## config.mk

```make
export PLATFORM = sky130hd
export DESIGN_NAME = phase_fifo
export DESIGN_NICKNAME = d
export VERILOG_FILES = /design/src/verilog/chirp_pkg.sv /design/src/verilog/phase_fifo.sv
export SDC_FILE = /design/constraint.sdc
export NUM_CORES = 1
export LEC_CHECK = 0
export ABC_CLOCK_PERIOD_IN_PS = 4100
export BUFFER_PORTS_ARGS = -buffer_cell sky130_fd_sc_hd__buf_2
export CORE_UTILIZATION = 45
export DETAILED_ROUTE_END_ITERATION = 6
export GPL_TIMING_DRIVEN = 0
export PLACE_DENSITY = 0.67
export SYNTH_ARGS = -nofsm -noshare
export SYNTH_HDL_FRONTEND = slang
export SYNTH_SLANG_ARGS = --single-unit
```

## constraint.sdc

```tcl
create_clock -name clk -period 4.1 [get_ports clk]
set_input_delay 1.025 -clock clk [delete_from_list [all_inputs] [get_ports clk]]
set_output_delay 1.025 -clock clk [all_outputs]
set_load 0.05 [all_outputs]
```

## src/verilog/chirp_pkg.sv

```systemverilog
`default_nettype none

package chirp_pkg;

  localparam int PHASE_W      = 24; // one turn = 2**PHASE_W
  localparam int SAMPLE_W     = 16;
  localparam int COUNT_W      = 16;
  localparam int TABLE_ADDR_W = 10; // top bits of a phase

  localparam int TABLE_SIZE    = 2 ** TABLE_ADDR_W;
  localparam int TABLE_QUARTER = TABLE_SIZE / 4; // cosine offset
  localparam int TABLE_AMP     = 2 ** (SAMPLE_W - 1) - 1; // largest positive sample

  localparam real TWO_PI = 6.283185307179586;

  typedef logic [PHASE_W-1:0]      phase_t;
  typedef logic [SAMPLE_W-1:0]     sample_t; // two's complement
  typedef logic [COUNT_W-1:0]      count_t;
  typedef logic [TABLE_ADDR_W-1:0] table_addr_t;

  // sine table entry k, rounded to nearest with halves away from zero
  function automatic sample_t sine_entry(input int k);
    real x;
    int  r;
    x = $sin(TWO_PI * k / TABLE_SIZE) * TABLE_AMP;
    if (x >= 0.0) begin
      r = $rtoi(x + 0.5);
    end else begin
      r = -$rtoi(0.5 - x);
    end
    return sample_t'(r);
  endfunction

endpackage

`default_nettype wire

```

## src/verilog/phase_fifo.sv

```systemverilog
`default_nettype none

module phase_fifo #(
  parameter int FIFO_DEPTH = 4 // power of two
) (
  input  wire                      clk,
  input  wire                      rst,
  input  wire                      in_valid,
  output logic                     in_ready,
  input  chirp_pkg::phase_t        in_chirp_ph,
  input  chirp_pkg::phase_t        in_pilot_ph,
  input  wire                      in_last,
  input  wire                      in_sync,
  output logic                     out_valid,
  input  wire                      out_ready,
  output chirp_pkg::phase_t        out_chirp_ph,
  output chirp_pkg::phase_t        out_pilot_ph,
  output logic                     out_last,
  output logic                     out_sync
);

  import chirp_pkg::*;

  localparam int ADDR_W  = $clog2(FIFO_DEPTH);
  localparam int ENTRY_W = 2 * PHASE_W + 2;

  logic [ENTRY_W-1:0] mem [FIFO_DEPTH];
  logic [ADDR_W:0]    wr_ptr; // extra bit tells full from empty
  logic [ADDR_W:0]    rd_ptr;
  logic [ENTRY_W-1:0] rd_entry;
  logic               full;
  logic               empty;
  logic               push;
  logic               pop;

  assign full  = (wr_ptr[ADDR_W] != rd_ptr[ADDR_W]) &&
                 (wr_ptr[ADDR_W-1:0] == rd_ptr[ADDR_W-1:0]);
  assign empty = (wr_ptr == rd_ptr);
  assign push  = in_valid && !full;
  assign pop   = out_valid && out_ready;

  assign in_ready  = !full;
  assign out_valid = !empty;

  // show-ahead read of the head entry
  assign rd_entry     = mem[rd_ptr[ADDR_W-1:0]];
  assign out_chirp_ph = rd_entry[ENTRY_W-1 -: PHASE_W];
  assign out_pilot_ph = rd_entry[PHASE_W+1 -: PHASE_W];
  assign out_last     = rd_entry[1];
  assign out_sync     = rd_entry[0];

  always_ff @(posedge clk) begin
    if (push) begin
      mem[wr_ptr[ADDR_W-1:0]] <= {in_chirp_ph, in_pilot_ph, in_last, in_sync};
    end
  end

  always_ff @(posedge clk) begin
    if (rst) begin
      wr_ptr <= '0;
      rd_ptr <= '0;
    end else begin
      if (push) begin
        wr_ptr <= wr_ptr + 1'b1;
      end
      if (pop) begin
        rd_ptr <= rd_ptr + 1'b1;
      end
    end
  end

endmodule

`default_nettype wire

```

==> metrics.md <==
| Metric | Value |
|---|---|
| Filler cells | `1327` |
| Die Span Y | `133.3 um` |
| WL/cell | `19.68 um` |
| Total power | `0.007041 W` |
| CP required | `3.07 ns` |
| Most frequent cells in the layout | `edfxtp_1 (200), buf_2 (110), mux4_2 (50)` |
| DP HPWL | `8324 um` |
| Hold crit path type | `reg -> reg` |
| Synthesized area | `7754 um2` |
| Post-Route WL | `13690 um` |
| Clk_lat worst skew | `0.49 ns` |
| Share of cells above drive strength 1 | `41.39%` |
| H-tree Lvls | `1` |
| DIE WIDTH | `133.3 um` |
| Post_cts resized | `0` |
| Fmax | `0.2971 GHz` |
| Clock power frac | `24.8%` |
| Root Buffer | `clkbuf_16` |
| Setup Total Neg Slack | `0 ns` |
| GRT Util Overall | `15.94%` |
| Post-CTS Hold Fix Bufs | `0` |
| Share of synthesized flip-flops with an asynchronous set or reset | `0%` |
| RSZ-0062 raised after global routing | `false` |
| Fin. max-slew vios | `0` |
| Unique masters post-synth | `26` |
| Util after Layout | `55.49%` |
| Number of diodes | `0` |
| Total global routing overflow | `0` |
| Via count | `3683` |
| Routed Antenna Nets | `0` |
| Seq pwr share | `39.6%` |
| Yosys top cell by area | `edfxtp_1` |
| Final clock skew | `0.007713 ns` |
| DR pass1 iterations | `4` |
| DRC Markers | `0` |
| Outcome | `complete, no violations` |
| Synth Flop Type | `edfxtp_1` |
| Slew HR | `45.81%` |
| CTS tree | `built` |
| Global-route wire length before repair | `21280 um` |
| Yosys top cell area share | `77.46%` |
| Leading cell type in the layout, fill and taps excluded | `edfxtp_1` |
| Peak supply drop | `0.4126 mV` |
| Area grow syn2layout | `19.53%` |
| CP Launch Type | `register` |
| FF+latch count, synth | `208` |
| Boundary pin count | `106` |
| Switching share of power | `37.00%` |
| Worst-path fanout max | `10` |
| WP data arrival | `2.34 ns` |
| Nets | `521` |
| Number of global-route vias before repair | `3946` |
| Smallest hold slack | `0.5523 ns` |
| Worst Max-Slew Pin Slew | `0.8111 ns` |
| Synth warn | `0` |
| Pin count of the biggest net entering global routing | `51` |
| Tmin final | `3.366 ns` |
| Deepest clock path buffer count | `3` |
| Final hold vios | `0` |
| Register area | `6166 um2` |
| Postcts setup bufs | `0` |
| TritonCTS Sinks | `208` |
| IO buf count | `104` |
| Routability-driven placement congestion ratio | `0.7939` |
| Post-synth EDFFs | `200` |
| Initial antenna violation count | `1` |
| Synth top area cells | `edfxtp_1 (77%), mux4_2 (15%), dfxtp_1 (2.1%)` |
| Seq/Total Area, Yosys | `79.52%` |
| Final setup vio count | `0` |
| Multi-input gate area | `1520 um2` |
| Lkg Pwr | `3.108 nW` |
| Initial DRC count | `225` |
| Clock transition at the registers of the reported paths | `0.06 ns` |
| Die area | `17760 um2` |
| Floorplan core area | `16700 um2` |
| Vias per Instance | `5.292` |
| Logic pwr share | `35.6%` |
| Crit end category | `output port` |
| Syn_nets | `391` |
| CTS buffer count | `22` |
| Crit Path Class | `reg -> out` |
| Power per Cell Area | `759.7 nW/um2` |
| Internal | `0.004436 W` |
| Final Cycle Share | `82.09%` |
| Starting Density | `46.43%` |
| Post-synthesis cell count | `332` |
| Row count | `47` |
| Max-cap violations | `0` |
| Syn avg cell area | `23.35 um2` |
| Sw Pwr | `0.002605 W` |
==> per-layer routing <==
metal | up-vias | GRT usage [%] | share of wire, %
li1 | 1664 | - | -
met1 | 1899 | 20.93 | 43
met2 | 99 | 26.82 | 50
met3 | 19 | 3.501 | 5.4
met4 | 2 | 4.672 | 1.5
met5 | - | 0 | 0.058
==> critical path, stage by stage, from the launching register on <==
cell,delay [ns]
dfxtp_1,0.31
clkbuf_1,0.28
clkbuf_1,0.59
mux4_2,0.42
buf_2,0.24
==> cell families after synthesis <==
| group | Yosys count | share of synthesized area [%] |
|---|---|---|
| DFF | 208 | 79.52 |
| muxes | 50 | 14.52 |
| and+or+nand+nor | 28 | 2.017 |
| buffers and inverters | 19 | 1.113 |
| AOI/OAI and AO/OA | 16 | 1.339 |
| xor gates and xnor gates | 6 | 0.6779 |
| adders and majority gates | 5 | 0.8068 |
==> power groups by stage <==
stage / registers, W / logic (W) / clock network (W)
after floorplan: 0.00281 / 0.00197 / 0
after CTS: 0.00279 / 0.00256 / 0.00179
after global routing: 0.00282 / 0.00266 / 0.00188
final: 0.00279 / 0.00251 / 0.00175
after global placement: 0.00284 / 0.00250 / 0
after detailed placement: 0.00284 / 0.00255 / 0
==> synthesized netlist by cell type, types with 4 or more instances <==
master,number
nor3b_1,4
inv_1,4
buf_2,6
dfxtp_1,8
nand2_1,6
nand3_1,6
edfxtp_1,200
clkbuf_1,6
ha_1,5
nand4_1,4
o21ai_0,4
mux4_2,50
==> cell type report <==
type,count,area share (%)
sequential,208,66.53
multi-input combinational,105,16.40
timing repair buffer,106,6.210
clock buffer,27,6.143
tap,220,2.970
clock inverter,11,0.8100
buffer,15,0.7695
inverter,4,0.1620
==> state kept, by name, summed over array words and instances, names as in the netlist, named ones only <==
signal and cells:
rd_ptr 3, wr_ptr 3, mem 200
==> final timing paths <==
kind         depth (start not counted)  startpoint  slack [ns]               end
max                                  4    register        0.73  out_pilot_ph[12]
max reg2reg                          5   wr_ptr[0]        1.60        mem[3][44]
min reg2reg                          2   wr_ptr[2]        0.55         wr_ptr[2]
min                                  2   wr_ptr[2]        0.55         wr_ptr[2]
==> metrics by stage <==
stage	instance area (um2)	instances	setup WS (ns)
after floorplan	7754	332	0.06514
after global placement	8549	656	-2.274
after detailed placement	8623	658	1.212
after CTS	9268	696	0.6740
after global routing	9268	696	0.5953
final	9268	696	0.7343
Note: power is estimated with default switching activity, not from simulation.
