[src/verilog/chirp_pkg.sv]
`default_nettype none

package chirp_pkg;

  localparam int PHASE_W      = 24; // one turn = 2**PHASE_W
  localparam int SAMPLE_W     = 16;
  localparam int COUNT_W      = 16;
  localparam int TABLE_ADDR_W = 10; // top bits of a phase

  localparam int TABLE_SIZE    = 2 ** TABLE_ADDR_W;
  localparam int TABLE_QUARTER = TABLE_SIZE / 4; // cosine offset
  localparam int TABLE_AMP     = 2 ** (SAMPLE_W - 1) - 1; // largest positive sample

  localparam real TWO_PI = 6.283185307179586;

  typedef logic [PHASE_W-1:0]      phase_t;
  typedef logic [SAMPLE_W-1:0]     sample_t; // two's complement
  typedef logic [COUNT_W-1:0]      count_t;
  typedef logic [TABLE_ADDR_W-1:0] table_addr_t;

  // sine table entry k, rounded to nearest with halves away from zero
  function automatic sample_t sine_entry(input int k);
    real x;
    int  r;
    x = $sin(TWO_PI * k / TABLE_SIZE) * TABLE_AMP;
    if (x >= 0.0) begin
      r = $rtoi(x + 0.5);
    end else begin
      r = -$rtoi(0.5 - x);
    end
    return sample_t'(r);
  endfunction

endpackage

`default_nettype wire

[src/verilog/chirp_phase_seq.sv]
`default_nettype none

module chirp_phase_seq #(
  parameter chirp_pkg::count_t SAMPLES_PER_SYMB      = 16'd32,
  parameter chirp_pkg::count_t SYMBS_PER_FRAME       = 16'd16,
  parameter chirp_pkg::phase_t START_PH              = 24'h000000,
  parameter chirp_pkg::phase_t START_INC             = 24'h010000,
  parameter chirp_pkg::phase_t INC_STEP              = 24'h004000,
  parameter chirp_pkg::phase_t PH_SHIFT              = 24'h000800,
  parameter chirp_pkg::count_t PILOT_SAMPLES_PER_HOP = 16'd64,
  parameter chirp_pkg::count_t PILOT_HOPS            = 16'd8,
  parameter chirp_pkg::phase_t PILOT_START_INC       = 24'h020000,
  parameter chirp_pkg::phase_t PILOT_INC_STEP        = 24'h008000,
  parameter chirp_pkg::count_t FRAMES_PER_SYNC       = 16'd4
) (
  input  wire                      clk,
  input  wire                      rst,
  input  wire                      restart,
  input  wire                      run,
  output logic                     gen_valid,
  input  wire                      gen_ready,
  output chirp_pkg::phase_t        gen_chirp_ph,
  output chirp_pkg::phase_t        gen_pilot_ph,
  output logic                     gen_last,
  output logic                     gen_sync
);

  import chirp_pkg::*;

  localparam count_t SAMP_LAST  = count_t'(SAMPLES_PER_SYMB - 1);
  localparam count_t SYMB_LAST  = count_t'(SYMBS_PER_FRAME - 1);
  localparam count_t DWELL_LAST = count_t'(PILOT_SAMPLES_PER_HOP - 1);
  localparam count_t HOP_LAST   = count_t'(PILOT_HOPS - 1);
  localparam count_t SYNC_LAST  = count_t'(FRAMES_PER_SYNC - 1);

  count_t samp_cnt;
  count_t symb_cnt;
  count_t frame_cnt;
  count_t pilot_cnt;
  count_t hop_cnt;
  phase_t chirp_ph;
  phase_t chirp_inc;
  phase_t symb_ph;   // start phase of the current symbol
  phase_t pilot_ph;
  phase_t pilot_inc;
  logic   xfer;
  logic   symb_end;
  logic   frame_end;
  logic   hop_end;

  assign xfer      = gen_valid && gen_ready;
  assign symb_end  = (samp_cnt == SAMP_LAST);
  assign frame_end = symb_end && (symb_cnt == SYMB_LAST);
  assign hop_end   = (pilot_cnt == DWELL_LAST);

  assign gen_valid    = run;
  assign gen_chirp_ph = chirp_ph;
  assign gen_pilot_ph = pilot_ph;
  assign gen_last     = frame_end;
  assign gen_sync     = frame_end && (frame_cnt == SYNC_LAST); // last frame of the group

  // chirp: phase ramp per symbol, increment steps per symbol
  always_ff @(posedge clk) begin
    if (rst || restart) begin
      samp_cnt  <= '0;
      symb_cnt  <= '0;
      frame_cnt <= '0;
      chirp_ph  <= START_PH;
      chirp_inc <= START_INC;
      symb_ph   <= START_PH;
    end else if (xfer) begin
      if (!symb_end) begin
        samp_cnt <= samp_cnt + 1'b1;
        chirp_ph <= chirp_ph + chirp_inc;
      end else if (!frame_end) begin
        samp_cnt  <= '0;
        symb_cnt  <= symb_cnt + 1'b1;
        chirp_ph  <= symb_ph - PH_SHIFT; // next symbol starts further back
        symb_ph   <= symb_ph - PH_SHIFT;
        chirp_inc <= chirp_inc + INC_STEP;
      end else begin
        samp_cnt  <= '0;
        symb_cnt  <= '0;
        chirp_ph  <= START_PH;
        chirp_inc <= START_INC;
        symb_ph   <= START_PH;
        if (frame_cnt == SYNC_LAST) begin
          frame_cnt <= '0;
        end else begin
          frame_cnt <= frame_cnt + 1'b1;
        end
      end
    end
  end

  // pilot hops run free of the frame structure
  always_ff @(posedge clk) begin
    if (rst || restart) begin
      pilot_cnt <= '0;
      hop_cnt   <= '0;
      pilot_ph  <= START_PH;
      pilot_inc <= PILOT_START_INC;
    end else if (xfer) begin
      if (!hop_end) begin
        pilot_cnt <= pilot_cnt + 1'b1;
        pilot_ph  <= pilot_ph + pilot_inc;
      end else begin
        pilot_cnt <= '0;
        pilot_ph  <= START_PH;
        if (hop_cnt == HOP_LAST) begin
          hop_cnt   <= '0;
          pilot_inc <= PILOT_START_INC; // wrap to first hop
        end else begin
          hop_cnt   <= hop_cnt + 1'b1;
          pilot_inc <= pilot_inc + PILOT_INC_STEP;
        end
      end
    end
  end

endmodule

`default_nettype wire

[config.mk]
export PLATFORM = sky130hd
export DESIGN_NAME = chirp_phase_seq
export DESIGN_NICKNAME = d
export VERILOG_FILES = /design/src/verilog/chirp_pkg.sv /design/src/verilog/chirp_phase_seq.sv
export SDC_FILE = /design/constraint.sdc
export NUM_CORES = 1
export LEC_CHECK = 0
export BUFFER_PORTS_ARGS = -buffer_cell sky130_fd_sc_hd__clkbuf_2
export CAP_MARGIN = 20
export CORE_ASPECT_RATIO = 0.6
export CORE_MARGIN = 5
export CORE_UTILIZATION = 49
export DETAILED_ROUTE_END_ITERATION = 8
export GPL_TIMING_DRIVEN = 0
export PLACE_DENSITY = 0.72
export SLEW_MARGIN = 15
export SYNTH_ARGS = -nofsm -noshare
export SYNTH_HDL_FRONTEND = slang
export SYNTH_SLANG_ARGS = --single-unit
[constraint.sdc]
create_clock -name clk -period 2.3 [get_ports clk]
set_clock_uncertainty 0.15 [all_clocks]
set_input_delay 0.115 -clock clk [delete_from_list [all_inputs] [get_ports clk]]
set_output_delay 0.115 -clock clk [all_outputs]
set_load 0.02 [all_outputs]
==> results.yml, run 1 <==
yosys:
  postSynthCellCount: 883
  yosysWarningCount: 0
  mappedNetlistArea_mm2: 0.007735
  dominantRegCellSynth: "sky130_fd_sc_hd__dfxtp_1"
  async_flop_share_pct: 0
  synth_area_per_cell_um2: 8.760
  postSynthRegisterBits: 171
  syn_nets: 913
  post_synth_num_cell_types: 58
  ys_seq_area_share_pct: 44.26
  synth_enable_flop_cells: 0
power:
  combPwrFrac_pct: 2.5
  share_clk_of_total_power_pct: 47.8
  netSwitchingFraction_pct: 25.42
  ir_worst_vdd_mv: 0.4898
  power_switching_mw: 1.518
  power.leakage_nw: 3.723
  cell_internal_pwr_mw: 4.454
  p_per_area_mw_per_mm2: 619.6
  share_seq_of_total_power_pct: 49.6
routing:
  ant_nets: 0
  wl_per_cell_um: 17.53
  wirelength_um: 21130
  drt_iter0_markers: 766
  drc: 0
  via_count: 6873
  detail_route.vias_per_cell: 5.704
  detailedRoute.firstPassIterationCount: 6
placed_design:
  dpl-instance-area_mm2: 0.008270
  place_hpwl_um: 13510
  preCtsSetupSlack_ns: -0.4235
  numPortBuffers: 55
  gp_routability_congestion: 0.8738
floorplan:
  row_count: 35
  die_h_um: 107.3
  initial_utilization_pct: 50.18
  core_area_mm2: 0.01541
  die_ar_mm2: 0.01848
  die_width_um: 172.2
  ioPinCount: 56
setup_path:
  worstSetupPathType: "reg2reg"
  cp-start-kind: "register"
  r2r_cells: 8
  setup.worst_path.start: "symb_ph[12]"
  worstPathArrival_ns: 2.58
  timing.rr.start: "symb_ph[12]"
  timing.critical_path.to_type: "register"
  largest_incremental_delay_on_the_critical_path_ns: 0.47
  crit_chain: "inv_2 -> ha_4 -> or4b_4 -> or4_4 -> xor2_2 -> nor4_2 -> a221oi_1 -> nor2_1"
  required_time_of_the_critical_path_ns: 2.51
  worst_path_cell_with_the_longest_stage_delay: "sky130_fd_sc_hd__or4b_4"
  cp_max_fo: 2
sta:
  maxClockFrequency_ghz: 0.4228
  period_minus_slack_ns: 2.365
  report.final.hold_viol_count: 0
  final_max_slew_viol_count: 0
  period_share_pct: 102.8
  worst-slew-pin-transition_ns: 0.9806
  rsz0062_at_grt: "yes"
  final.setup.worst_slack_ns: -0.06543
  relSlewSlack_pct: 34.39
  setup_viol: 2
clock_tree:
  number_of_buffers_between_clock_root_and_the_deepest_sink: 2
  cts_num_sinks: 171
  cts_made_buffers: 17
  cts_tree: "built"
  cts_htree_levels: 4
  insertion_delay_ns: 0.44
  clock_tree.root_cell: "sky130_fd_sc_hd__clkbuf_16"
  worst_setup_hold_path_clk_slew_ns: 0.07
layout:
  finalNetCount: 1019
  drive_gt1_share_pct: 22.06
  fill_cells: 1245
  number_of_antenna_cells_inserted: 0
  layout.cell_area.non_filler_mm2: 0.009638
  syn2layout_area_growth_pct: 24.60
  final_common_cell: "sky130_fd_sc_hd__dfxtp_1"
  mostFrequentLayoutCells: "sky130_fd_sc_hd__dfxtp_1, sky130_fd_sc_hd__nor2_1, sky130_fd_sc_hd__nand2_1"
run_status:
  status: "finished, violations left"
  failed_checks: "setup timing"
global_routing:
  initial_antenna_violation_count: 0
  total_overflow_reported_by_the_global_router: 0
  first_pass_grt_wire_length_um: 33380
  grt_util_all_layers_pct: 22.43
  first_global_vias: 6396
  grt_max_degree: 19
  gr-max-usage-layer: "met1"
  groute.layer.met1.usage_pct: 34.58
  met3_demand_to_capacity_share_in_global_routing_pct: 5.101
  grtUsageMet2_pct: 31.25
min_path:
  worst_hold_path.num_cells: 4
  worstHoldPathType: "in2reg"
  min_from: "rst"
flow_run:
  cap_viol_max_count: 0
per-layer routing:
layer / wire (um) / vias up
met5: 0 / -
met4: 231 / 0
li1: - / 3351
met1: 10540 / 3245
met2: 8798 / 253
met3: 1564 / 24
cell type report:
class | instances | area, um^2 | share of cell area [%]
buffer | 32 | 201.4 | 2.090
multi-input combinational | 662 | 4522 | 46.92
clock inverter | 14 | 148.9 | 1.545
timing repair buffer | 90 | 584.3 | 6.063
inverter | 15 | 56.30 | 0.5842
sequential | 171 | 3442 | 35.71
clock buffer | 18 | 429.2 | 4.453
tap | 203 | 254.0 | 2.635
synthesized netlist by cell type (19+ instances only):
| master | n | area [um^2] |
|---|---|---|
| sky130_fd_sc_hd__nand4_1 | 21 | 131.4 |
| sky130_fd_sc_hd__nand3_1 | 46 | 230.2 |
| sky130_fd_sc_hd__or3_1 | 21 | 131.4 |
| sky130_fd_sc_hd__ha_1 | 25 | 312.8 |
| sky130_fd_sc_hd__nor3_1 | 33 | 165.2 |
| sky130_fd_sc_hd__nor2_1 | 112 | 420.4 |
| sky130_fd_sc_hd__xnor2_1 | 42 | 367.9 |
| sky130_fd_sc_hd__o21ai_0 | 30 | 150.1 |
| sky130_fd_sc_hd__a21oi_1 | 46 | 230.2 |
| sky130_fd_sc_hd__and3_1 | 39 | 244.0 |
| sky130_fd_sc_hd__nand2_1 | 73 | 274.0 |
| sky130_fd_sc_hd__xor2_1 | 50 | 437.9 |
| sky130_fd_sc_hd__clkbuf_1 | 19 | 71.32 |
| sky130_fd_sc_hd__dfxtp_1 | 171 | 3423 |
worst max-delay path, delay by kind of cell, from the launching register on:
kind | cells | cell delay (ns)
adder cells (fa/ha/maj) | 1 | 0.13
buffers and inverters | 1 | 0.07
XOR/XNOR | 1 | 0.17
AO/OA/AOI/OAI | 1 | 0.08
AND/OR/NAND/NOR | 4 | 1.36
flip-flops | 1 | 0.33
logic make-up after synthesis:
kind of cell	synth area share (%)
AND/OR/NAND/NOR	27.22
flip-flops	44.26
AO/OA/AOI/OAI	10.69
XOR/XNOR	10.42
buffers and inverters	2.701
adder cells (fa/ha/maj)	4.044
multiplexers	0.6632
metrics by stage:
stage | setup TNS, ns | hold WS [ns] | instances | total power, mW | utilization, %
6_report | -0.09449 | 0.09328 | 1205 | 5.972 | 62.52
5_1_grt | -1.504 | 0.1273 | 1205 | 6.125 | 62.52
4_1_cts | -1.926 | 0.07766 | 1184 | 5.975 | 59.42
3_5_place_dp | -30.77 | 0.2930 | 1141 | 3.165 | 53.65
3_3_place_gp | -28.83 | 0.2879 | 1141 | 3.165 | 53.65
2_1_floorplan | 0 | 0.1926 | 883 | 3.113 | -
repair_timing:
action / in CTS / in global routing
buffers inserted: 12 / 22
pin swaps: 10 / 20
gates cloned: 0 / 1
hold buffers: 0 / 0
endpoints found under the setup margin: 152 / 146
gates resized for setup: 64 / 70
sequential cells by signal, indices dropped and copies added (netlist names):
name	count
chirp_inc	10
frame_cnt	16
gen_chirp_ph	24
gen_pilot_ph	24
hop_cnt	16
pilot_cnt	16
pilot_inc	9
samp_cnt	16
symb_cnt	16
symb_ph	24
worst paths after layout:
check	endpoint	slack [ns]
max	gen_chirp_ph[19]	-0.07
min reg2reg	gen_chirp_ph[5]	0.32
min	hop_cnt[10]	0.09
max reg2reg	gen_chirp_ph[19]	-0.07
power groups by stage:
stage          sequential, mW  combinational (mW)  clock, mW
3_5_place_dp             3.03               0.131          0
6_report                 2.96               0.151       2.86
2_1_floorplan            3.04              0.0771          0
3_3_place_gp             3.03               0.131          0
4_1_cts                  2.96               0.140       2.87
5_1_grt                  2.96               0.163       3.00
Power figures use the tool's default switching activity.
==> run 2: changes to the inputs <==
--- a/config.mk
+++ b/config.mk
@@ -6,13 +6,12 @@
 export NUM_CORES = 1
 export LEC_CHECK = 0
 export BUFFER_PORTS_ARGS = -buffer_cell sky130_fd_sc_hd__clkbuf_2
-export CAP_MARGIN = 20
 export CORE_ASPECT_RATIO = 0.6
 export CORE_MARGIN = 5
 export CORE_UTILIZATION = 49
 export DETAILED_ROUTE_END_ITERATION = 8
 export GPL_TIMING_DRIVEN = 0
-export PLACE_DENSITY = 0.72
+export PLACE_DENSITY = 0.69
 export SLEW_MARGIN = 15
 export SYNTH_ARGS = -nofsm -noshare
 export SYNTH_HDL_FRONTEND = slang
==> constraint.sdc (replaced) <==
create_clock -name clk -period 2.6 [get_ports clk]
set_clock_uncertainty 0.15 [all_clocks]
set_input_delay 0.13 -clock clk [delete_from_list [all_inputs] [get_ports clk]]
set_output_delay 0.13 -clock clk [all_outputs]
set_load 0.02 [all_outputs]
==> run 2 against run 1 <==
The run now ends clean. Critical path depth decreased by 1. Cell count decreased by 2.1%. Cell area decreased by 6.2%. Clock-buffer cell count decreased by 1. Non-clock buffer count decreased by 24. Die area unchanged. Sequential share of layout area increased by 2.2 points. Setup slack improved by 0.072 ns. Critical path type is now reg2out. Largest cell class unchanged. Largest power group unchanged. Highest routed layer unchanged.
==> results.yml, run 2 (synthesis gave the netlist of run 1 again) <==
run_status:
  status: "finished, final reports clean"
flow_run:
  cap_viol_max_count: 0
power:
  p_per_area_mw_per_mm2: 575.7
  total_power_mw: 5.204
  power.leakage_nw: 3.446
  ir_worst_vdd_mv: 0.4216
floorplan:
  die_ar_mm2: 0.01848
  die_h_um: 107.3
  core_area_mm2: 0.01541
  ioPinCount: 56
  initial_utilization_pct: 50.18
  die_width_um: 172.2
  row_count: 35
clock_tree:
  insertion_delay_ns: 0.43
  worst_setup_hold_path_clk_slew_ns: 0.07
  clock_tree.root_cell: "sky130_fd_sc_hd__clkbuf_16"
  cts_num_sinks: 171
  ctsHoldBuffers: 0
  cts_htree_levels: 4
  cts_tree: "built"
  number_of_buffers_between_clock_root_and_the_deepest_sink: 2
  cts_made_buffers: 17
routing:
  detailedRoute.firstPassIterationCount: 5
  drc: 0
  via_count: 6673
  detail_route.vias_per_cell: 5.655
  wl_per_cell_um: 16.31
  ant_nets: 0
  wirelength_um: 19240
  drt_iter0_markers: 668
setup_path:
  worstPathArrival_ns: 2.31
  worstSetupPathType: "reg2out"
  cp-start-kind: "register"
  required_time_of_the_critical_path_ns: 2.32
  timing.critical_path.to_type: "output pin"
  cp_max_fo: 10
layout:
  layout.cell_area.non_filler_mm2: 0.009040
  fill_cells: 1371
  drive_gt1_share_pct: 15.25
  number_of_antenna_cells_inserted: 0
  final_common_cell: "sky130_fd_sc_hd__dfxtp_1"
  syn2layout_area_growth_pct: 16.87
  final_core_utilization_pct: 58.64
  finalNetCount: 995
  mostFrequentLayoutCells: "sky130_fd_sc_hd__dfxtp_1, sky130_fd_sc_hd__nor2_1, sky130_fd_sc_hd__nand2_1"
global_routing:
  first_global_vias: 6185
  grt_max_degree: 19
  total_overflow_reported_by_the_global_router: 0
  grt_util_all_layers_pct: 21.50
  initial_antenna_violation_count: 0
  first_pass_grt_wire_length_um: 32170
sta:
  final_max_slew_viol_count: 0
  relSlewSlack_pct: 48.93
  period_share_pct: 99.73
  period_minus_slack_ns: 2.593
  maxClockFrequency_ghz: 0.3857
  report.final.hold_viol_count: 0
  rsz0062_at_grt: "yes"
  worst-slew-pin-transition_ns: 0.7632
  setup_tns_ns: 0
  setup_viol: 0
placed_design:
  gp_routability_congestion: 0.8771
  place_hpwl_um: 13680
  dpl-instance-area_mm2: 0.008264
  numPortBuffers: 55
min_path:
  worstHoldPathType: "in2reg"
[run 2: changes by cell type in the layout (fill, tap and decap cells not counted), sizes merged]
cell           change
buf               -26
clkbuf             +2
clkdlybuf4s15      -1
clkinv             -3
clkinvlp           +2
inv                +1
[run 2: critical path, stage by stage (launching register included)]
cell and delay (ns):
sky130_fd_sc_hd__dfxtp_1 0.37, sky130_fd_sc_hd__ha_1 0.23, sky130_fd_sc_hd__and4b_1 0.23, sky130_fd_sc_hd__and4_2 0.32, sky130_fd_sc_hd__buf_4 0.22, sky130_fd_sc_hd__nand2_2 0.13
sky130_fd_sc_hd__nor2_2 0.20, sky130_fd_sc_hd__clkbuf_2 0.20
[run 2: repair_timing]
item / in CTS / in global routing
pin swaps: 0 / 3
buffers inserted: 0 / 8
endpoints found under the setup margin: 55 / 129
resized for setup: 14 / 26
[run 2: cell type report]
| cell class | count | area [um^2] | share of cell area [%] |
|---|---|---|---|
| plain buffers | 35 | 166.4 | 1.841 |
| flip-flops and latches | 171 | 3428 | 37.92 |
| multi-input cells | 662 | 4229 | 46.78 |
| well taps | 203 | 254.0 | 2.810 |
| clock buffers | 17 | 425.4 | 4.706 |
| inverters | 15 | 56.30 | 0.6228 |
| repair buffers | 63 | 335.3 | 3.709 |
| clock inverters | 14 | 145.1 | 1.606 |
[run 2: metrics by stage]
| step | worst slack, ns | std cells | hold slack, ns |
|---|---|---|---|
| after CTS | -0.01012 | 1172 | 0.08995 |
| final | 0.006988 | 1180 | 0.07314 |
| after floorplan | 0.2721 | 883 | 0.2226 |
| after global routing | -0.08117 | 1180 | 0.1031 |
| after global placement | -0.1161 | 1141 | 0.2893 |
| after detailed placement | -0.1164 | 1141 | 0.2908 |
[run 2: final timing paths]
check | startpoint | end | slack [ns] | cells past startpoint
max reg2reg | symb_ph[11] | gen_chirp_ph[19] | 0.08 | 9
min | rst | hop_cnt[10] | 0.07 | 4
min reg2reg | symb_ph[4] | gen_chirp_ph[4] | 0.32 | 1
max | symb_cnt[0] | gen_sync | 0.007 | 7
[run 2: power breakdown]
group | leakage (nW) | total [mW] | switching, mW | internal, mW
Sequential | 1.38 | 2.62 | 0.00306 | 2.62
Combinational | 1.79 | 0.122 | 0.0956 | 0.0268
Clock | 0.276 | 2.46 | 1.18 | 1.28
Total | 3.45 | 5.20 | 1.28 | 3.93
[run 2: per-layer routing]
layer | GRT usage [%] | wire (um) | vias to the layer above
li1 | - | - | 3313
met1 | 34.24 | 10030 | 3119
met2 | 28.91 | 7443 | 229
met3 | 5.798 | 1648 | 12
met4 | 3.477 | 117 | 0
met5 | 0 | 0 | -
